### config.mk
export PLATFORM = sky130hd
export DESIGN_NAME = result_table
export DESIGN_NICKNAME = d
export VERILOG_FILES = /design/src/hw/trans_pkg.sv /design/src/hw/result_table.sv
export SDC_FILE = /design/constraint.sdc
export NUM_CORES = 1
export LEC_CHECK = 0
export BUFFER_PORTS_ARGS = -buffer_cell sky130_fd_sc_hd__buf_2
export CORE_AREA = 2 2 341 343
export CTS_CLUSTER_DIAMETER = 200
export DETAILED_ROUTE_END_ITERATION = 10
export DIE_AREA = 0 0 343 345
export HOLD_SLACK_MARGIN = 0.12
export PLACE_DENSITY = 0.72
export SLEW_MARGIN = 20
export SYNTH_ARGS = -nofsm -noshare
export SYNTH_HDL_FRONTEND = slang
export SYNTH_SLANG_ARGS = --single-unit
### constraint.sdc
create_clock -name clk -period 3.5 [get_ports clk]
set_input_delay 0.35 -clock clk [delete_from_list [all_inputs] [get_ports clk]]
set_output_delay 0.35 -clock clk [all_outputs]
set_load 0.03 [all_outputs]
### src/hw/trans_pkg.sv
package trans_pkg;

   localparam int board_bits    = 256;
   localparam int index_bits    = 6;
   localparam int table_entries = 64;
   localparam int tag_bits      = 16;
   localparam int eval_bits     = 16;
   localparam int nodes_bits    = 16;
   localparam int result_bits   = 5;
   localparam int max_results   = 32;
   localparam int apb_addr_bits = 12;

   typedef struct packed {
      logic [board_bits-1:0] board;          // 64 squares of 4 bits
      logic                  white_to_move;
      logic [3:0]            castle_mask;
      logic [3:0]            en_passant_col;
   } position_t;

   // Exactly 64 bits so it maps onto two APB words
   typedef struct packed {
      logic                  valid;
      logic [tag_bits-1:0]   tag;
      logic [eval_bits-1:0]  eval;
      logic [7:0]            depth;
      logic [1:0]            flag;
      logic [nodes_bits-1:0] nodes;
      logic                  capture;
      logic [3:0]            pad;
   } trans_entry_t;

   typedef union packed {
      trans_entry_t     entry;
      logic [1:0][31:0] halves;              // Index 0 is the low word
   } trans_word_u;

   typedef struct packed {
      logic [index_bits-1:0] index;
      logic [tag_bits-1:0]   tag;
   } probe_t;

   typedef struct packed {
      logic                  entry_valid;
      logic                  collision;
      logic [eval_bits-1:0]  eval;
      logic [7:0]            depth;
      logic [1:0]            flag;
      logic [nodes_bits-1:0] nodes;
      logic                  capture;
   } lookup_result_t;

endpackage

### src/hw/result_table.sv
`timescale 1ns/1ps

module result_table
   import trans_pkg::*;
(
   input  logic                   clk,
   input  logic                   wr_en,
   input  logic [result_bits-1:0] wr_index,
   input  lookup_result_t         wr_data,
   input  logic [result_bits-1:0] rd_index,
   output lookup_result_t         rd_data
);

   lookup_result_t mem [max_results];

   always_ff @(posedge clk)
   begin
      if (wr_en)
         mem[wr_index] <= wr_data;
      rd_data <= mem[rd_index];            // One cycle read latency
   end

endmodule

==> results of run 1 <==
registers in the layout (all words and copies together), names as in the netlist:
name and count:
mem 1440, rd_data 45
power groups by stage:
stage | sequential [W] | combinational (W) | clock [W]
5_1_grt | 0.0199 | 0.00209 | 0.0158
4_1_cts | 0.0199 | 0.00196 | 0.0151
2_1_floorplan | 0.0204 | 0.00102 | 0
6_report | 0.0199 | 0.00195 | 0.0149
3_3_place_gp | 0.0202 | 0.00187 | 0
3_5_place_dp | 0.0202 | 0.00190 | 0
how the worst max path moves through the flow:
stage                startpoint           to  slack [ns]  cells past startpoint
finish              wr_index[1]  mem[12][22]        1.64                      4
global route        wr_index[1]  mem[12][26]        1.63                      4
CTS                 rd_data[16]  rd_data[16]        1.61                      1
detailed placement  wr_index[1]  mem[12][34]        0.87                      4
global placement    wr_index[1]  mem[12][33]        0.92                      4
floorplan           wr_index[1]   mem[12][0]        0.15                      3
worst max-delay path, cell delays in order:
cell,delay [ns]
buf_2,0.13
or3b_2,0.69
nor2_4,0.58
buf_4,0.46
area by class of cell:
cell class	count	area share
Sequential cell	1485	0.681
Multi-Input combinational cell	1493	0.184
Clock buffer	190	0.0602
Timing Repair Buffer	256	0.0347
Tap cell	1524	0.0294
Clock inverter	75	0.0102
Antenna cell	3	0.000116
cell families after synthesis:
logic type / count (synthesis)
AO/OA/AOI/OAI: 405
AND/OR/NAND/NOR: 368
buffers and inverters: 179
multiplexers: 720
flip-flops: 1485
cell usage after synthesis, drive strengths merged (2+ instances only):
library cell / instances
clkbuf: 65
dfxtp: 45
buf: 114
nor2: 34
a22o: 90
nand2b: 2
nor3: 45
or3b: 3
nor2b: 2
edfxtp: 1440
a31oi: 45
nand2: 137
a21oi: 135
nand3b: 5
a22oi: 135
nand3: 137
mux2i: 720
routing by layer:
metal	vias to the layer above	wire length [um]
li1	13000	-
met4	8	3100
met2	1321	62200
met1	15200	55400
met5	-	52
met3	210	11500
cell usage in the layout (no fill, tap or decap), types with 45 or more instances in the layout:
| cell | instances |
|---|---|
| mux2i_1 | 720 |
| a21oi_1 | 135 |
| nand2_1 | 136 |
| a31oi_1 | 45 |
| a22oi_1 | 135 |
| a22o_1 | 90 |
| clkbuf_16 | 147 |
| buf_2 | 100 |
| buf_4 | 75 |
| dfxtp_1 | 45 |
| nand3_1 | 137 |
| nor3_1 | 45 |
| edfxtp_1 | 1440 |
per-stage QoR:
step | cells | hold slack (ns) | util | power, W
after floorplan | 3157 | 0.449 | - | 0.0214
after global placement | 4715 | 0.577 | 0.519 | 0.0221
after detailed placement | 4715 | 0.583 | 0.519 | 0.0222
after CTS | 5023 | 0.123 | 0.563 | 0.0369
after global routing | 5025 | 0.159 | 0.563 | 0.0377
final | 5026 | 0.142 | 0.563 | 0.0367
repair_timing:
item	in CTS	in global routing
hold endpoints to repair	1310	0
hold buffers	43	0
setup buffers	0	0
setup endpoints to repair	0	0
==> out/qor.csv, run 1 <==
stage;metric;value;unit
route;post-DR wirelength/cell;26.3;um
yosys;simple-gate share of the synthesized area;0.0292;
cells_and_area;FF/Latch Area;0.0441;mm^2
yosys;yosys warns;0;
place;hpwl dp;66900;um
timing;final worst-path cycle share;0.531;
yosys;post-synthesis compound-gate area fraction;0.0485;
route;vias per cell;5.91;
grt;pin count of the biggest net entering global routing;78;
cells_and_area;Multi-input gate area;0.0119;mm^2
yosys;Yosys top cell area share;0.761;
place;Place WS;0.875;ns
route;DRC errors left;0;
floorplanning;num rows;125;
grt;GRT met3 Usage;0.0415;
yosys;cell area after synthesis;0.0569;mm^2
power_and_ir_drop;leakage power;22.6;nW
timing;final hold vios;0;
power_and_ir_drop;Sw Share;0.213;
worst_setup_path;crit start category;input port;
worst_setup_path;r2r startpoint;mem[1][14];
cts;H-tree levels;4;
grt;met1 GRT Util;0.321;
min_path;Min-Delay Endpoint;mem[30][2];
grt;grt peak-use layer;met2;
cts;PostCTS Resize Cnt;0;
yosys;main combinational cell family by area after synthesis;multiplexers;
cts;worst-skew pair later-pin latency;0.75;ns
cts;CTS root buf;clkbuf_16;
cts;total CTS buffers;144;
worst_setup_path;Critical Path End Type;register;
yosys;synth top area cells;edfxtp_1 76%, mux2i_1 13%, a22oi_1 1.8%;
power_and_ir_drop;Peak VDD IR;0.000519;V
yosys;asr flop ratio synth;0;
min_path;HP Class;input port to register;
cts;Reg clk slew, reported paths;0.06;ns
route;via count;29700;
timing;Final TNS setup;0;ns
yosys;Synth Net Count;3214;
floorplanning;DIE WIDTH;343;um
worst_setup_path;Worst EP arrival;2.26;ns
timing;final setup vio count;0;
yosys;cells after synthesis;3157;
yosys;syn avg cell area;18.0;um^2
yosys;Synth cell types;26;
timing;Slew HR;0.367;
grt;first-pass GRT wire length;192000;um
cells_and_area;Final nets;3437;
route;DR iter-0 viols;3415;
cells_and_area;FILL cells;8552;
power_and_ir_drop;P_int;0.0289;W
timing;fin worst setup slack;1.64;ns
min_path;Hold Path Cell Cnt;1;
route;Post-Route WL;132000;um
yosys;post-synthesis mux area share;0.127;
grt;global route overflow;0;
route;DRT Pass-1 Iters;5;
yosys;Yosys reg bits;1485;
worst_setup_path;reg-to-reg setup timing slack;2.22;ns
worst_setup_path;CP required;3.90;ns
timing;RSZ-0062 raised after global routing;no;
power_and_ir_drop;total power divided by cell area;567;mW/mm^2
place;GPL Wtd Cong;0.753;
grt;met2 Resource Use GR;0.344;
timing;Highest Clock Rate;538;MHz
power_and_ir_drop;Seq pwr share;0.541;
yosys;xor-xnor portion of the synthesized cell area;0;
power_and_ir_drop;share of total power in combinational logic;0.053;
job;Max Cap Viol;0;
cts;worst-case clock buffer depth;3;
floorplanning;die footprint;0.118;mm^2
yosys;sequential fraction of the synthesis area;0.776;
place;I/O Buffers;101;
worst_setup_path;crit path max fanout;19;
grt;number of global-route vias before repair;29300;
worst_setup_path;R2R cell count;5;
power_and_ir_drop;Clk pwr share;0.406;
yosys;number of synthesized flops with an enable pin;1440;
timing;Period minus WS final;1.86;ns
yosys;Most used DFF post-synth;edfxtp_1;
power_and_ir_drop;net switching power;0.00783;W
yosys;post-synthesis adder-cell area fraction;0;
floorplanning;Ports;102;
min_path;HP Start;wr_data[2];
cts;clk sinks;1485;
place;Post-DP Area;0.0598;mm^2
timing;Worst-Margin Slew;0.949;ns
grt;initial antenna violation count;7;
cells_and_area;layout cells sized above 1;0.130;
floorplanning;Die Y;345;um
floorplanning;core area;0.115;mm^2
timing;Setup Skew;0.0255;ns
cts;CTS tree;done;
yosys;largest area contributor in the netlist;edfxtp_1;
cells_and_area;Synth-to-Final Area Change;13.9;%
grt;Total Routing Usage GR;0.222;
cells_and_area;fin area;0.0648;mm^2
route;ANT nets after route;0;
outcome;run status;complete, no violations;
worst_setup_path;Crit Reg-Reg Endpoint;rd_data[14];
worst_setup_path;kind of critical path;input port to register;
timing;final slew viol count;0;
floorplanning;Starting Density;0.494;
Power figures use the tool's default switching activity.
==> inputs of run 2 (changes only) <==
==> constraint.sdc (replaced) <==
create_clock -name clk -period 1.5 [get_ports clk]
set_input_delay 0.15 -clock clk [delete_from_list [all_inputs] [get_ports clk]]
set_output_delay 0.15 -clock clk [all_outputs]
set_load 0.03 [all_outputs]
==> run 2 against run 1 <==
Net effect: worst setup slack got worse by 1.6 ns; clock power grew 140%; first-iteration DRC count fell by 10%; utilization rose by 2.8 points; sequential share of layout area decreased by 3.2 points; count of clock-buffer cells in the layout decreased by 5; critical endpoint is now rd_data[19]; routed wire length grew 6.9%; global-route usage rose by 1.6 points.
==> out/qor.csv, run 2 (same netlist as run 1, synthesis figures left out) <==
stage;metric;value;unit
outcome;run status;complete, no violations;
cts;number of setup buffers added after CTS;0;
min_path;Hold Path Cell Cnt;5;
grt;first-pass GRT wire length;205000;um
cts;worst-case clock buffer depth;3;
worst_setup_path;crit path max fanout;1;
timing;final slew viol count;0;
timing;Worst-Margin Slew;0.590;ns
power_and_ir_drop;leakage power;24.2;nW
floorplanning;die footprint;0.118;mm^2
timing;final hold vios;0;
worst_setup_path;reg-to-reg setup timing slack;0.08;ns
worst_setup_path;Max stage delay cell, worst path;dfxtp_4;
cts;CTS tree;done;
worst_setup_path;r2r startpoint;mem[3][21];
timing;final worst-path cycle share;0.982;
cells_and_area;commonest cells after routing, fill and taps aside;1440 x edfxtp_1, 720 x mux2i_1, 196 x buf_4, 144 x clkbuf_16, 142 x buf_12;
timing;Setup Skew;0.0242;ns
cts;total CTS buffers;142;
power_and_ir_drop;total power divided by cell area;1300;mW/mm^2
power_and_ir_drop;Peak VDD IR;0.00112;V
route;DRC errors left;0;
route;via count;31100;
timing;Period minus WS final;1.47;ns
worst_setup_path;CP required;1.35;ns
cts;H-tree levels;4;
cells_and_area;commonest non-fill, non-tap cell in the layout;edfxtp_1;
floorplanning;DIE WIDTH;343;um
worst_setup_path;crit path from;rd_data[19];
route;vias per cell;5.94;
timing;Slew HR;0.606;
cells_and_area;Synth-to-Final Area Change;19.7;%
cells_and_area;layout cells sized above 1;0.187;
timing;final setup vio count;0;
timing;Highest Clock Rate;679;MHz
grt;pin count of the biggest net entering global routing;39;
grt;Total Routing Usage GR;0.238;
floorplanning;Starting Density;0.494;
grt;initial antenna violation count;8;
cells_and_area;Top reg by flops;mem;
grt;global route overflow;0;
route;DR iter-0 viols;3067;
route;DRT Pass-1 Iters;5;
worst_setup_path;Critical path buffers and inverters;1;
route;Post-Route WL;141000;um
worst_setup_path;worst path cell trace;buf_4;
cells_and_area;FILL cells;8220;
floorplanning;num rows;125;
grt;number of global-route vias before repair;30800;
cts;worst-skew pair later-pin latency;0.75;ns
worst_setup_path;CP Depth;1;
cells_and_area;Largest register FFs;1440;
timing;Final TNS setup;0;ns
min_path;HP Start;wr_index[3];
worst_setup_path;Worst EP arrival;1.32;ns
worst_setup_path;Critical Path End Type;primary output;
cells_and_area;Final nets;3651;
worst_setup_path;Crit path max-delay family;flip-flops;
cts;clk sinks;1485;
worst_setup_path;R2R cell count;5;
worst_setup_path;Largest stage delay, worst path;0.40;ns
route;post-DR wirelength/cell;27.0;um
place;hpwl dp;82500;um
job;Max Cap Viol;0;
place;Post-DP Area;0.0627;mm^2
worst_setup_path;crit start category;register;
floorplanning;Ports;102;
min_path;HP Class;input port to register;
cells_and_area;fin area;0.0680;mm^2
floorplanning;core area;0.115;mm^2
cells_and_area;biggest regs;mem x1440, rd_data x45;
floorplanning;Die Y;345;um
cts;Reg clk slew, reported paths;0.06;ns
cts;CTS root buf;clkbuf_16;
place;I/O Buffers;101;
timing;RSZ-0062 raised after global routing;no;
route;ANT nets after route;0;
worst_setup_path;kind of critical path;register to primary output;
place;GPL Wtd Cong;0.815;
-- run 2: cell types whose count changed in the layout (fill, tap and decap cells not counted), sizes merged, moves of 4 or more --
cell / previous run / this run
clkbuf: 190 / 185
dlygate4sd3: 43 / 48
clkinv: 59 / 49
inv: 3 / 7
bufinv: 8 / 17
buf: 213 / 424
-- run 2: report_power, final --
group / internal, W / switching (W)
Clock: 0.0213 / 0.0152
Combinational: 0.00204 / 0.00326
Sequential: 0.0461 / 0.000227
Total: 0.0694 / 0.0187
-- run 2: through the flow --
stage          worst slack, ns  cells   util  power, W  hold WS [ns]
2_1_floorplan           -0.526   3157      -    0.0499         0.249
3_3_place_gp            -0.389   4926  0.545    0.0522         0.575
3_5_place_dp            -0.389   4926  0.545    0.0523         0.587
4_1_cts                0.00150   5235  0.591    0.0885         0.122
5_1_grt                0.00192   5236  0.591    0.0905         0.185
6_report                0.0267   5236  0.591    0.0881         0.178
-- run 2: path summary, 6_finish.rpt --
path / end
setup / recovery: rd_data[19]
hold / removal: mem[26][18]
setup reg to reg: rd_data[21]
hold reg to reg: rd_data[16]
-- run 2: repair_timing --
item | in CTS | in global routing
endpoints found under the setup margin | 17 | 2
resized for setup | 29 | 2
hold buffers | 48 | 0
cloned | 0 | 0
endpoints found under the hold margin | 1452 | 0
-- run 2: layout make-up --
class,instances,area (um^2),share of cell area
antenna,1,2.50,0.0000368
clock buffer,185,3880,0.0570
clock inverter,76,902,0.0133
multi-input combinational,1493,12000,0.176
sequential,1485,44200,0.649
tap,1524,1910,0.0280
timing repair buffer,472,5250,0.0771
-- run 2: layer usage --
| metal | GRT usage | part of all wire |
|---|---|---|
| met5 | 0 | 0.00056 |
| met4 | 0.0694 | 0.026 |
| met3 | 0.0475 | 0.087 |
| met2 | 0.374 | 0.47 |
| met1 | 0.337 | 0.41 |
