==> src/hw/trans_pkg.sv <==
package trans_pkg;

   localparam int board_bits    = 256;
   localparam int index_bits    = 6;
   localparam int table_entries = 64;
   localparam int tag_bits      = 16;
   localparam int eval_bits     = 16;
   localparam int nodes_bits    = 16;
   localparam int result_bits   = 5;
   localparam int max_results   = 32;
   localparam int apb_addr_bits = 12;

   typedef struct packed {
      logic [board_bits-1:0] board;          // 64 squares of 4 bits
      logic                  white_to_move;
      logic [3:0]            castle_mask;
      logic [3:0]            en_passant_col;
   } position_t;

   // Exactly 64 bits so it maps onto two APB words
   typedef struct packed {
      logic                  valid;
      logic [tag_bits-1:0]   tag;
      logic [eval_bits-1:0]  eval;
      logic [7:0]            depth;
      logic [1:0]            flag;
      logic [nodes_bits-1:0] nodes;
      logic                  capture;
      logic [3:0]            pad;
   } trans_entry_t;

   typedef union packed {
      trans_entry_t     entry;
      logic [1:0][31:0] halves;              // Index 0 is the low word
   } trans_word_u;

   typedef struct packed {
      logic [index_bits-1:0] index;
      logic [tag_bits-1:0]   tag;
   } probe_t;

   typedef struct packed {
      logic                  entry_valid;
      logic                  collision;
      logic [eval_bits-1:0]  eval;
      logic [7:0]            depth;
      logic [1:0]            flag;
      logic [nodes_bits-1:0] nodes;
      logic                  capture;
   } lookup_result_t;

endpackage

==> src/hw/batch_ctrl.sv <==
`timescale 1ns/1ps

module batch_ctrl
   import trans_pkg::*;
(
   input  logic                   clk,
   input  logic                   reset,
   input  logic                   init,
   input  logic                   empty,
   output logic                   pop,
   output logic                   hash_start,
   output logic                   lookup,
   output logic                   wr_en,
   output logic [result_bits-1:0] wr_index,
   output logic                   busy
);

   typedef enum logic [2:0] {
      s_idle,
      s_pop,
      s_hash,
      s_lookup,
      s_write
   } state_t;

   state_t state;

   always_ff @(posedge clk)
   begin
      if (reset || init)
         state <= s_idle;
      else
      begin
         case (state)
            s_idle:   if (!empty) state <= s_pop;
            s_pop:    state <= s_hash;        // Queue head loads here
            s_hash:   state <= s_lookup;
            s_lookup: state <= s_write;
            s_write:  state <= s_idle;
            default:  state <= s_idle;
         endcase
      end
   end

   // Results land in arrival order, wrapping at the table size
   always_ff @(posedge clk)
   begin
      if (reset || init)
         wr_index <= '0;
      else if (wr_en)
         wr_index <= wr_index + 1'b1;
   end

   assign pop        = (state == s_pop);
   assign hash_start = (state == s_hash);
   assign lookup     = (state == s_lookup);
   assign wr_en      = (state == s_write);
   assign busy       = !empty || (state != s_idle);

endmodule

==> config.mk <==
export PLATFORM = sky130hd
export DESIGN_NAME = batch_ctrl
export DESIGN_NICKNAME = d
export VERILOG_FILES = /design/src/hw/trans_pkg.sv /design/src/hw/batch_ctrl.sv
export SDC_FILE = /design/constraint.sdc
export NUM_CORES = 1
export LEC_CHECK = 0
export BUFFER_PORTS_ARGS = -buffer_cell sky130_fd_sc_hd__buf_2
export CAP_MARGIN = 10
export CELL_PAD_IN_SITES_DETAIL_PLACEMENT = 1
export CELL_PAD_IN_SITES_GLOBAL_PLACEMENT = 2
export CORE_MARGIN = 4
export CORE_UTILIZATION = 26
export CTS_CLUSTER_DIAMETER = 40
export DETAILED_ROUTE_END_ITERATION = 8
export PLACE_DENSITY = 0.73
export SLEW_MARGIN = 0
export SYNTH_ARGS = -nofsm -noshare
export SYNTH_HDL_FRONTEND = slang
export SYNTH_SLANG_ARGS = --single-unit
==> constraint.sdc <==
create_clock -name clk -period 2.6 [get_ports clk]
set_input_delay 0.52 -clock clk [delete_from_list [all_inputs] [get_ports clk]]
set_output_delay 0.52 -clock clk [all_outputs]
set_load 0.005 [all_outputs]
==> results of run 1 <==
critical path: stages (launching register included):
cell,delay [ns]
dfxtp_1,0.44
or3b_4,0.42
inv_1,0.11
buf_2,0.13
kinds of logic after synthesis:
logic type	synth area share
xor+xnor	0.0737
flops	0.449
compound gates	0.0667
buf+inv	0.0316
mux	0.0281
simple gates	0.316
fa+ha+maj	0.0351
cell usage in the layout (no fill, tap or decap):
cell,synthesis,routed
buf_2,0,13
dfxtp_1,8,8
nor2_1,4,4
nand3_1,3,3
nand2_1,3,3
xnor2_1,3,3
clkbuf_4,0,3
inv_1,2,2
nor3_1,2,2
nor3b_1,2,2
or3_1,2,2
a21oi_1,2,2
or3b_4,1,1
nor4bb_1,1,1
mux2i_1,1,1
or2_2,1,1
a2111oi_0,1,1
o21ai_0,1,1
and2_1,1,1
ha_1,1,1
area by class of cell:
| class | instances | area, um^2 | area share |
|---|---|---|---|
| Timing Repair Buffer | 13 | 65.1 | 0.142 |
| Tap cell | 15 | 18.8 | 0.0409 |
| Clock buffer | 3 | 22.5 | 0.0490 |
| Multi-Input combinational cell | 29 | 185 | 0.403 |
| Inverter | 2 | 7.51 | 0.0163 |
| Sequential cell | 8 | 160 | 0.349 |
per-stage QoR:
step           power, uW  std cells
2_1_floorplan        135         40
3_3_place_gp         141         67
3_5_place_dp         141         67
4_1_cts              241         70
5_1_grt              249         70
6_report             236         70
layer usage:
layer,vias up,share of wire,routed length [um]
li1,170,-,-
met5,-,0,0
met3,2,0.096,78
met4,0,0.012,10
met2,10,0.44,353
met1,139,0.45,369
flip-flops by register name, indices dropped and copies added, names as in the netlist:
signal,flops
state,3
wr_index,5
worst min-delay path by stage:
| stage | start | end |
|---|---|---|
| after detailed placement | wr_index[4]$_SDFFE_PP0P_ | wr_index[4]$_SDFFE_PP0P_ |
| after CTS | wr_index[4]$_SDFFE_PP0P_ | wr_index[4]$_SDFFE_PP0P_ |
| after floorplan | wr_index[4]$_SDFFE_PP0P_ | wr_index[4]$_SDFFE_PP0P_ |
| after global placement | wr_index[4]$_SDFFE_PP0P_ | wr_index[4]$_SDFFE_PP0P_ |
| final | wr_index[4]$_SDFFE_PP0P_ | wr_index[4]$_SDFFE_PP0P_ |
| after global routing | empty | state[0]$_SDFFE_PP0P_ |
power breakdown:
| group | internal, uW | switching (uW) |
|---|---|---|
| Sequential | 124 | 1.95 |
| Combinational | 6.47 | 6.00 |
| Clock | 53.0 | 45.0 |
| Total | 183 | 53.0 |
==> impl_metrics.json, run 1 <==
{
  "status": "completed",
  "ys_warn_count": 0,
  "synth-async-reset-ratio": 0,
  "grtUsageMet3": 0.0598,
  "drc": 0,
  "vdd_drop_max_mv": 0.213,
  "clk_pin_slew_ns": 0.06,
  "yosysTopAreaCellShare": 0.449,
  "synth.cell_area_um2": 357,
  "yosysTopAreaCell": "dfxtp_1",
  "synth_ff_type": "dfxtp_1",
  "layout_setup_ws_ns": 0.719,
  "ys_types": 19,
  "clock_latency_ns": 0.26,
  "grt_remaining_overflow": 0,
  "holdPathStages": 2,
  "synth_cells": 40,
  "slew_headroom": 0.681,
  "timing.hold.ws_ns": 0.478,
  "ys_seq_area_frac": 0.449,
  "cts-buffers-inserted": 3,
  "clockBufferDepth": 2,
  "yosysMostFrequentCell": "dfxtp_1",
  "die_x_um": 45.0,
  "post_cts_buffers": 0,
  "critical_path_arrival_ns": 1.36,
  "wl_per_cell_um": 11.6,
  "cts_root_buf": "clkbuf_4",
  "synth_nets": 45,
  "syn_area_per_cell_um2": 8.91,
  "end_kind": "output port",
  "layout.nets": 62,
  "worst_slew_pin_slew_ns": 0.472,
  "pwr_density_cell_nw_per_um2": 514,
  "ios": 14,
  "crit_path_max_fanout": 8,
  "htree_levels": 1,
  "place.gp.congestion": 0.604,
  "crit_start": "state[2]$_SDFFE_PP0P_",
  "vias_per_cell": 4.59,
  "ys_ff_latch": 8,
  "die_h_um": 45.0,
  "clock-sinks": 8,
  "fin_crit_ns": 1.88,
  "drive_gt1_frac": 0.327,
  "track_usage": 0.104,
  "setup_tns_ns": 0,
  "regToRegSetupSlack_ns": 1.19,
  "setup_viol": 0,
  "stdcell_area_um2": 459,
  "regToRegEndpoint": "wr_index[3]$_SDFFE_PP0P_",
  "final_util": 0.353,
  "placement.setup.worst_slack_ns": 1.00,
  "max_freq_ghz": 0.532,
  "use_met2": 0.138,
  "start_util": 0.274,
  "hp-class": "flip-flop to flip-flop",
  "n_antenna_cell": 0,
  "crit_required_ns": 2.08,
  "synth_area_leaders": "dfxtp_1 (45%), xnor2_1 (7.4%), nand3_1 (4.2%)",
  "grt_pass1_wl_mm": 1.43,
  "cts_hold_buf": 0,
  "antenna_found_initial": 0,
  "die-area_um2": 2030,
  "busiest_layer": "met2",
  "final_hold_viol_count": 0,
  "cap_violations": 0,
  "vias": 321,
  "cts_tree": "done",
  "skew_ns": 0.00213,
  "reg2reg_depth": 3,
  "cts_resized": 0,
  "core_region_area_um2": 1300,
  "grt_pass1_vias": 315,
  "synthTopCellsByCount": "dfxtp_1 (8), nor2_1 (4), nand2_1 (3), nand3_1 (3), xnor2_1 (3)",
  "drtIter0Drc": 0,
  "filler_cell_count": 172,
  "rsz0062_at_grt": "false",
  "cp-endpoint": "wr_en",
  "dp_hpwl_um": 624,
  "areaGrowthSynthToFinish_pct": 28.8,
  "grt_max_degree": 9,
  "synth_edf_count": 0,
  "drt_wl_total_um": 811,
  "rr_startpoint": "state[2]$_SDFFE_PP0P_",
  "finalCritPeriodShare": 0.723,
  "cellLeakagePower_uw": 0.000210,
  "row_count": 13,
  "use_met1": 0.132,
  "start_kind": "flip-flop",
  "final_max_slew_viol_count": 0,
  "ant_nets": 0,
  "postPlaceCellArea_um2": 437,
  "drt_pass1_iterations": 1,
  "portBuffers": 13,
  "critical_path_class": "flip-flop to output port"
}
(Power assumes the default switching activity.)
==> inputs of run 2 (changes only) <==
--- a/config.mk
+++ b/config.mk
@@ -5,15 +5,16 @@
 export SDC_FILE = /design/constraint.sdc
 export NUM_CORES = 1
 export LEC_CHECK = 0
+export ABC_AREA = 1
 export BUFFER_PORTS_ARGS = -buffer_cell sky130_fd_sc_hd__buf_2
 export CAP_MARGIN = 10
 export CELL_PAD_IN_SITES_DETAIL_PLACEMENT = 1
 export CELL_PAD_IN_SITES_GLOBAL_PLACEMENT = 2
 export CORE_MARGIN = 4
-export CORE_UTILIZATION = 26
+export CORE_UTILIZATION = 22
 export CTS_CLUSTER_DIAMETER = 40
 export DETAILED_ROUTE_END_ITERATION = 8
-export PLACE_DENSITY = 0.73
+export PLACE_DENSITY = 0.67
 export SLEW_MARGIN = 0
 export SYNTH_ARGS = -nofsm -noshare
 export SYNTH_HDL_FRONTEND = slang
==> constraint.sdc (replaced) <==
create_clock -name clk -period 1.85 [get_ports clk]
set_input_delay 0.37 -clock clk [delete_from_list [all_inputs] [get_ports clk]]
set_output_delay 0.37 -clock clk [all_outputs]
set_load 0.005 [all_outputs]
==> run 2 against run 1 <==
  * Via count is 24% higher
  * Clock skew grew 0.00060 ns
  * Sequential power rose by 39%
  * Routed wire length grew 17%
  * Count of clock-buffer cells in the layout did not move
  * Non-clock buffer count did not move
  * Register-to-register slack lost 0.42 ns
  * Synthesized area up 5.3%
  * Clock power increased by 36%
  * Critical endpoint unchanged
==> impl_metrics.json, run 2 <==
{
  "switchingPower_uw": 72.0,
  "cellLeakagePower_uw": 0.000225,
  "vdd_drop_max_mv": 0.251,
  "row_count": 14,
  "grt_pass1_vias": 357,
  "syn_area_per_cell_um2": 6.95,
  "synth_cells": 54,
  "vias_per_cell": 4.64,
  "clock-sinks": 8,
  "rsz0062_at_grt": "false",
  "muxShareOfSynthArea": 0,
  "ys_types": 15,
  "worst_slew_pin_slew_ns": 0.369,
  "reg2reg_depth": 6,
  "critical_path_arrival_ns": 1.09,
  "yosys.area_share.simple": 0.377,
  "largest_registers": "wr_index (5), state (3)",
  "slew_headroom": 0.753,
  "ant_nets": 0,
  "grt_max_degree": 9,
  "place.gp.congestion": 0.681,
  "place_inst": 83,
  "drive_gt1_frac": 0.271,
  "yosysTopAreaCellShare": 0.427,
  "synth.cell_area_um2": 375,
  "synthTopCellsByCount": "nor2_1 (10), nand2_1 (9), dfxtp_1 (8), inv_1 (8), nand3_1 (6)",
  "die-area_um2": 2430,
  "final_util": 0.310,
  "layout.cells.non_filler": 86,
  "ys_warn_count": 0,
  "fin_crit_ns": 1.46,
  "core_region_area_um2": 1560,
  "cts-buffers-inserted": 3,
  "cts_tree": "done",
  "largest_register": "wr_index",
  "cts_root_buf": "clkbuf_4",
  "yosysTopAreaCell": "dfxtp_1",
  "post_cts_buffers": 0,
  "wl_per_cell_um": 11.0,
  "holdPathStages": 4,
  "layout_common_cells": "buf_2 (13), nor2_1 (10), nand2_1 (9)",
  "track_usage": 0.0915,
  "placement.setup.worst_slack_ns": 0.656,
  "grt_pass1_wl_mm": 1.68,
  "intPower_uw": 256,
  "drc": 0,
  "start_kind": "flip-flop",
  "n_antenna_cell": 0,
  "hp-start": "reset",
  "clockPowerShare": 0.404,
  "status": "completed",
  "final_max_slew_viol_count": 0,
  "hold_path_end": "wr_index[3]$_SDFFE_PP0P_",
  "finalCritPeriodShare": 0.788,
  "setup_tns_ns": 0,
  "synthAdderAreaFrac": 0.0333,
  "regToRegEndpoint": "wr_index[4]$_SDFFE_PP0P_",
  "hp-class": "primary input to flip-flop",
  "portBuffers": 13,
  "drt_pass1_iterations": 4,
  "synth_nets": 59,
  "end_kind": "output port",
  "antenna_found_initial": 0,
  "largest_register_ffs": 5,
  "yosysMostFrequentCell": "nor2_1",
  "clock_latency_ns": 0.25,
  "power_uw": 328,
  "synth_compound_area_frac": 0.0733,
  "skew_ns": 0.00273,
  "synth_ff_type": "dfxtp_1",
  "grt_remaining_overflow": 0,
  "crit_required_ns": 1.48,
  "synth_edf_count": 0,
  "layout.nets": 77,
  "synth_top_family_by_area": "simple AND/OR/NAND/NOR gates",
  "mostFrequentLayoutCell": "buf_2",
  "synth_area_leaders": "dfxtp_1 (43%), nor2_1 (10%), nand2_1 (9.0%)",
  "critical_path_class": "flip-flop to output port",
  "regToRegSetupSlack_ns": 0.77,
  "ys_ff_latch": 8,
  "setup_viol": 0,
  "drtIter0Drc": 1,
  "clockBufferDepth": 2,
  "htree_levels": 1,
  "layout_setup_ws_ns": 0.392,
  "rr_startpoint": "wr_index[0]$_SDFFE_PP0P_",
  "filler_cell_count": 208,
  "die_x_um": 49.3,
  "vias": 399,
  "cap_violations": 0,
  "areaGrowthSynthToFinish_pct": 28.7,
  "start_util": 0.241,
  "dp_hpwl_um": 730,
  "cts_hold_buf": 0,
  "clk_pin_slew_ns": 0.06,
  "seq_power_share": 0.533,
  "yosys.area_share.xor_xnor": 0,
  "pwr_density_cell_nw_per_um2": 680,
  "ys_seq_area_frac": 0.427,
  "cts_resized": 0,
  "ios": 14,
  "power_switching_share": 0.219,
  "die_h_um": 49.3,
  "drt_wl_total_um": 946,
  "crit_path_max_fanout": 8,
  "combPwrFrac": 0.062,
  "max_freq_ghz": 0.686,
  "synth-async-reset-ratio": 0,
  "final_hold_viol_count": 0
}
run 2: critical path, cell delays in order (launching register included):
cell,delay [ns]
dfxtp_1,0.42
nand2_2,0.09
nor2_4,0.18
buf_2,0.15
run 2: area by class of cell:
cell class                      instances  area (um^2)  share of cell area
Multi-Input combinational cell         37          181               0.376
Inverter                                9         33.8              0.0699
Tap cell                               16         20.0              0.0415
Timing Repair Buffer                   13         65.1               0.135
Sequential cell                         8          160               0.332
Clock buffer                            3         22.5              0.0466
run 2: cells by family (layout without fill, tap and decap cells):
| kind of cell | count (synthesis) | after routing |
|---|---|---|
| compound gates | 5 | 5 |
| fa+ha+maj | 1 | 1 |
| buf+inv | 9 | 25 |
| flops | 8 | 8 |
| simple gates | 31 | 31 |
run 2: worst max-delay path by stage:
stage	slack, ns	from	endpoint
floorplan	0.83	state[1]$_SDFFE_PP0P_	lookup
global placement	0.62	state[2]$_SDFFE_PP0P_	wr_en
detailed placement	0.66	state[2]$_SDFFE_PP0P_	wr_en
CTS	0.38	state[2]$_SDFFE_PP0P_	wr_en
global route	0.30	state[1]$_SDFFE_PP0P_	lookup
finish	0.39	state[2]$_SDFFE_PP0P_	wr_en
run 2: through the flow:
step,area [um^2],hold WS (ns)
after CTS,483,0.427
final,483,0.431
after global placement,460,0.489
after floorplan,375,0.488
after global routing,483,0.455
after detailed placement,460,0.497
run 2: per-layer routing:
layer | track usage | wire length, um | up-vias
li1 | - | - | 206
met1 | 0.117 | 474 | 185
met2 | 0.123 | 406 | 6
met3 | 0.0306 | 46 | 2
met4 | 0.0711 | 18 | 0
met5 | 0 | 0 | -
run 2: power by group through the flow:
stage	clock network, uW	logic, uW	registers [uW]
2_1_floorplan	0	11.9	179
3_3_place_gp	0	20.9	179
3_5_place_dp	0	20.6	179
4_1_cts	140	21.0	175
5_1_grt	149	24.0	175
6_report	133	20.4	175
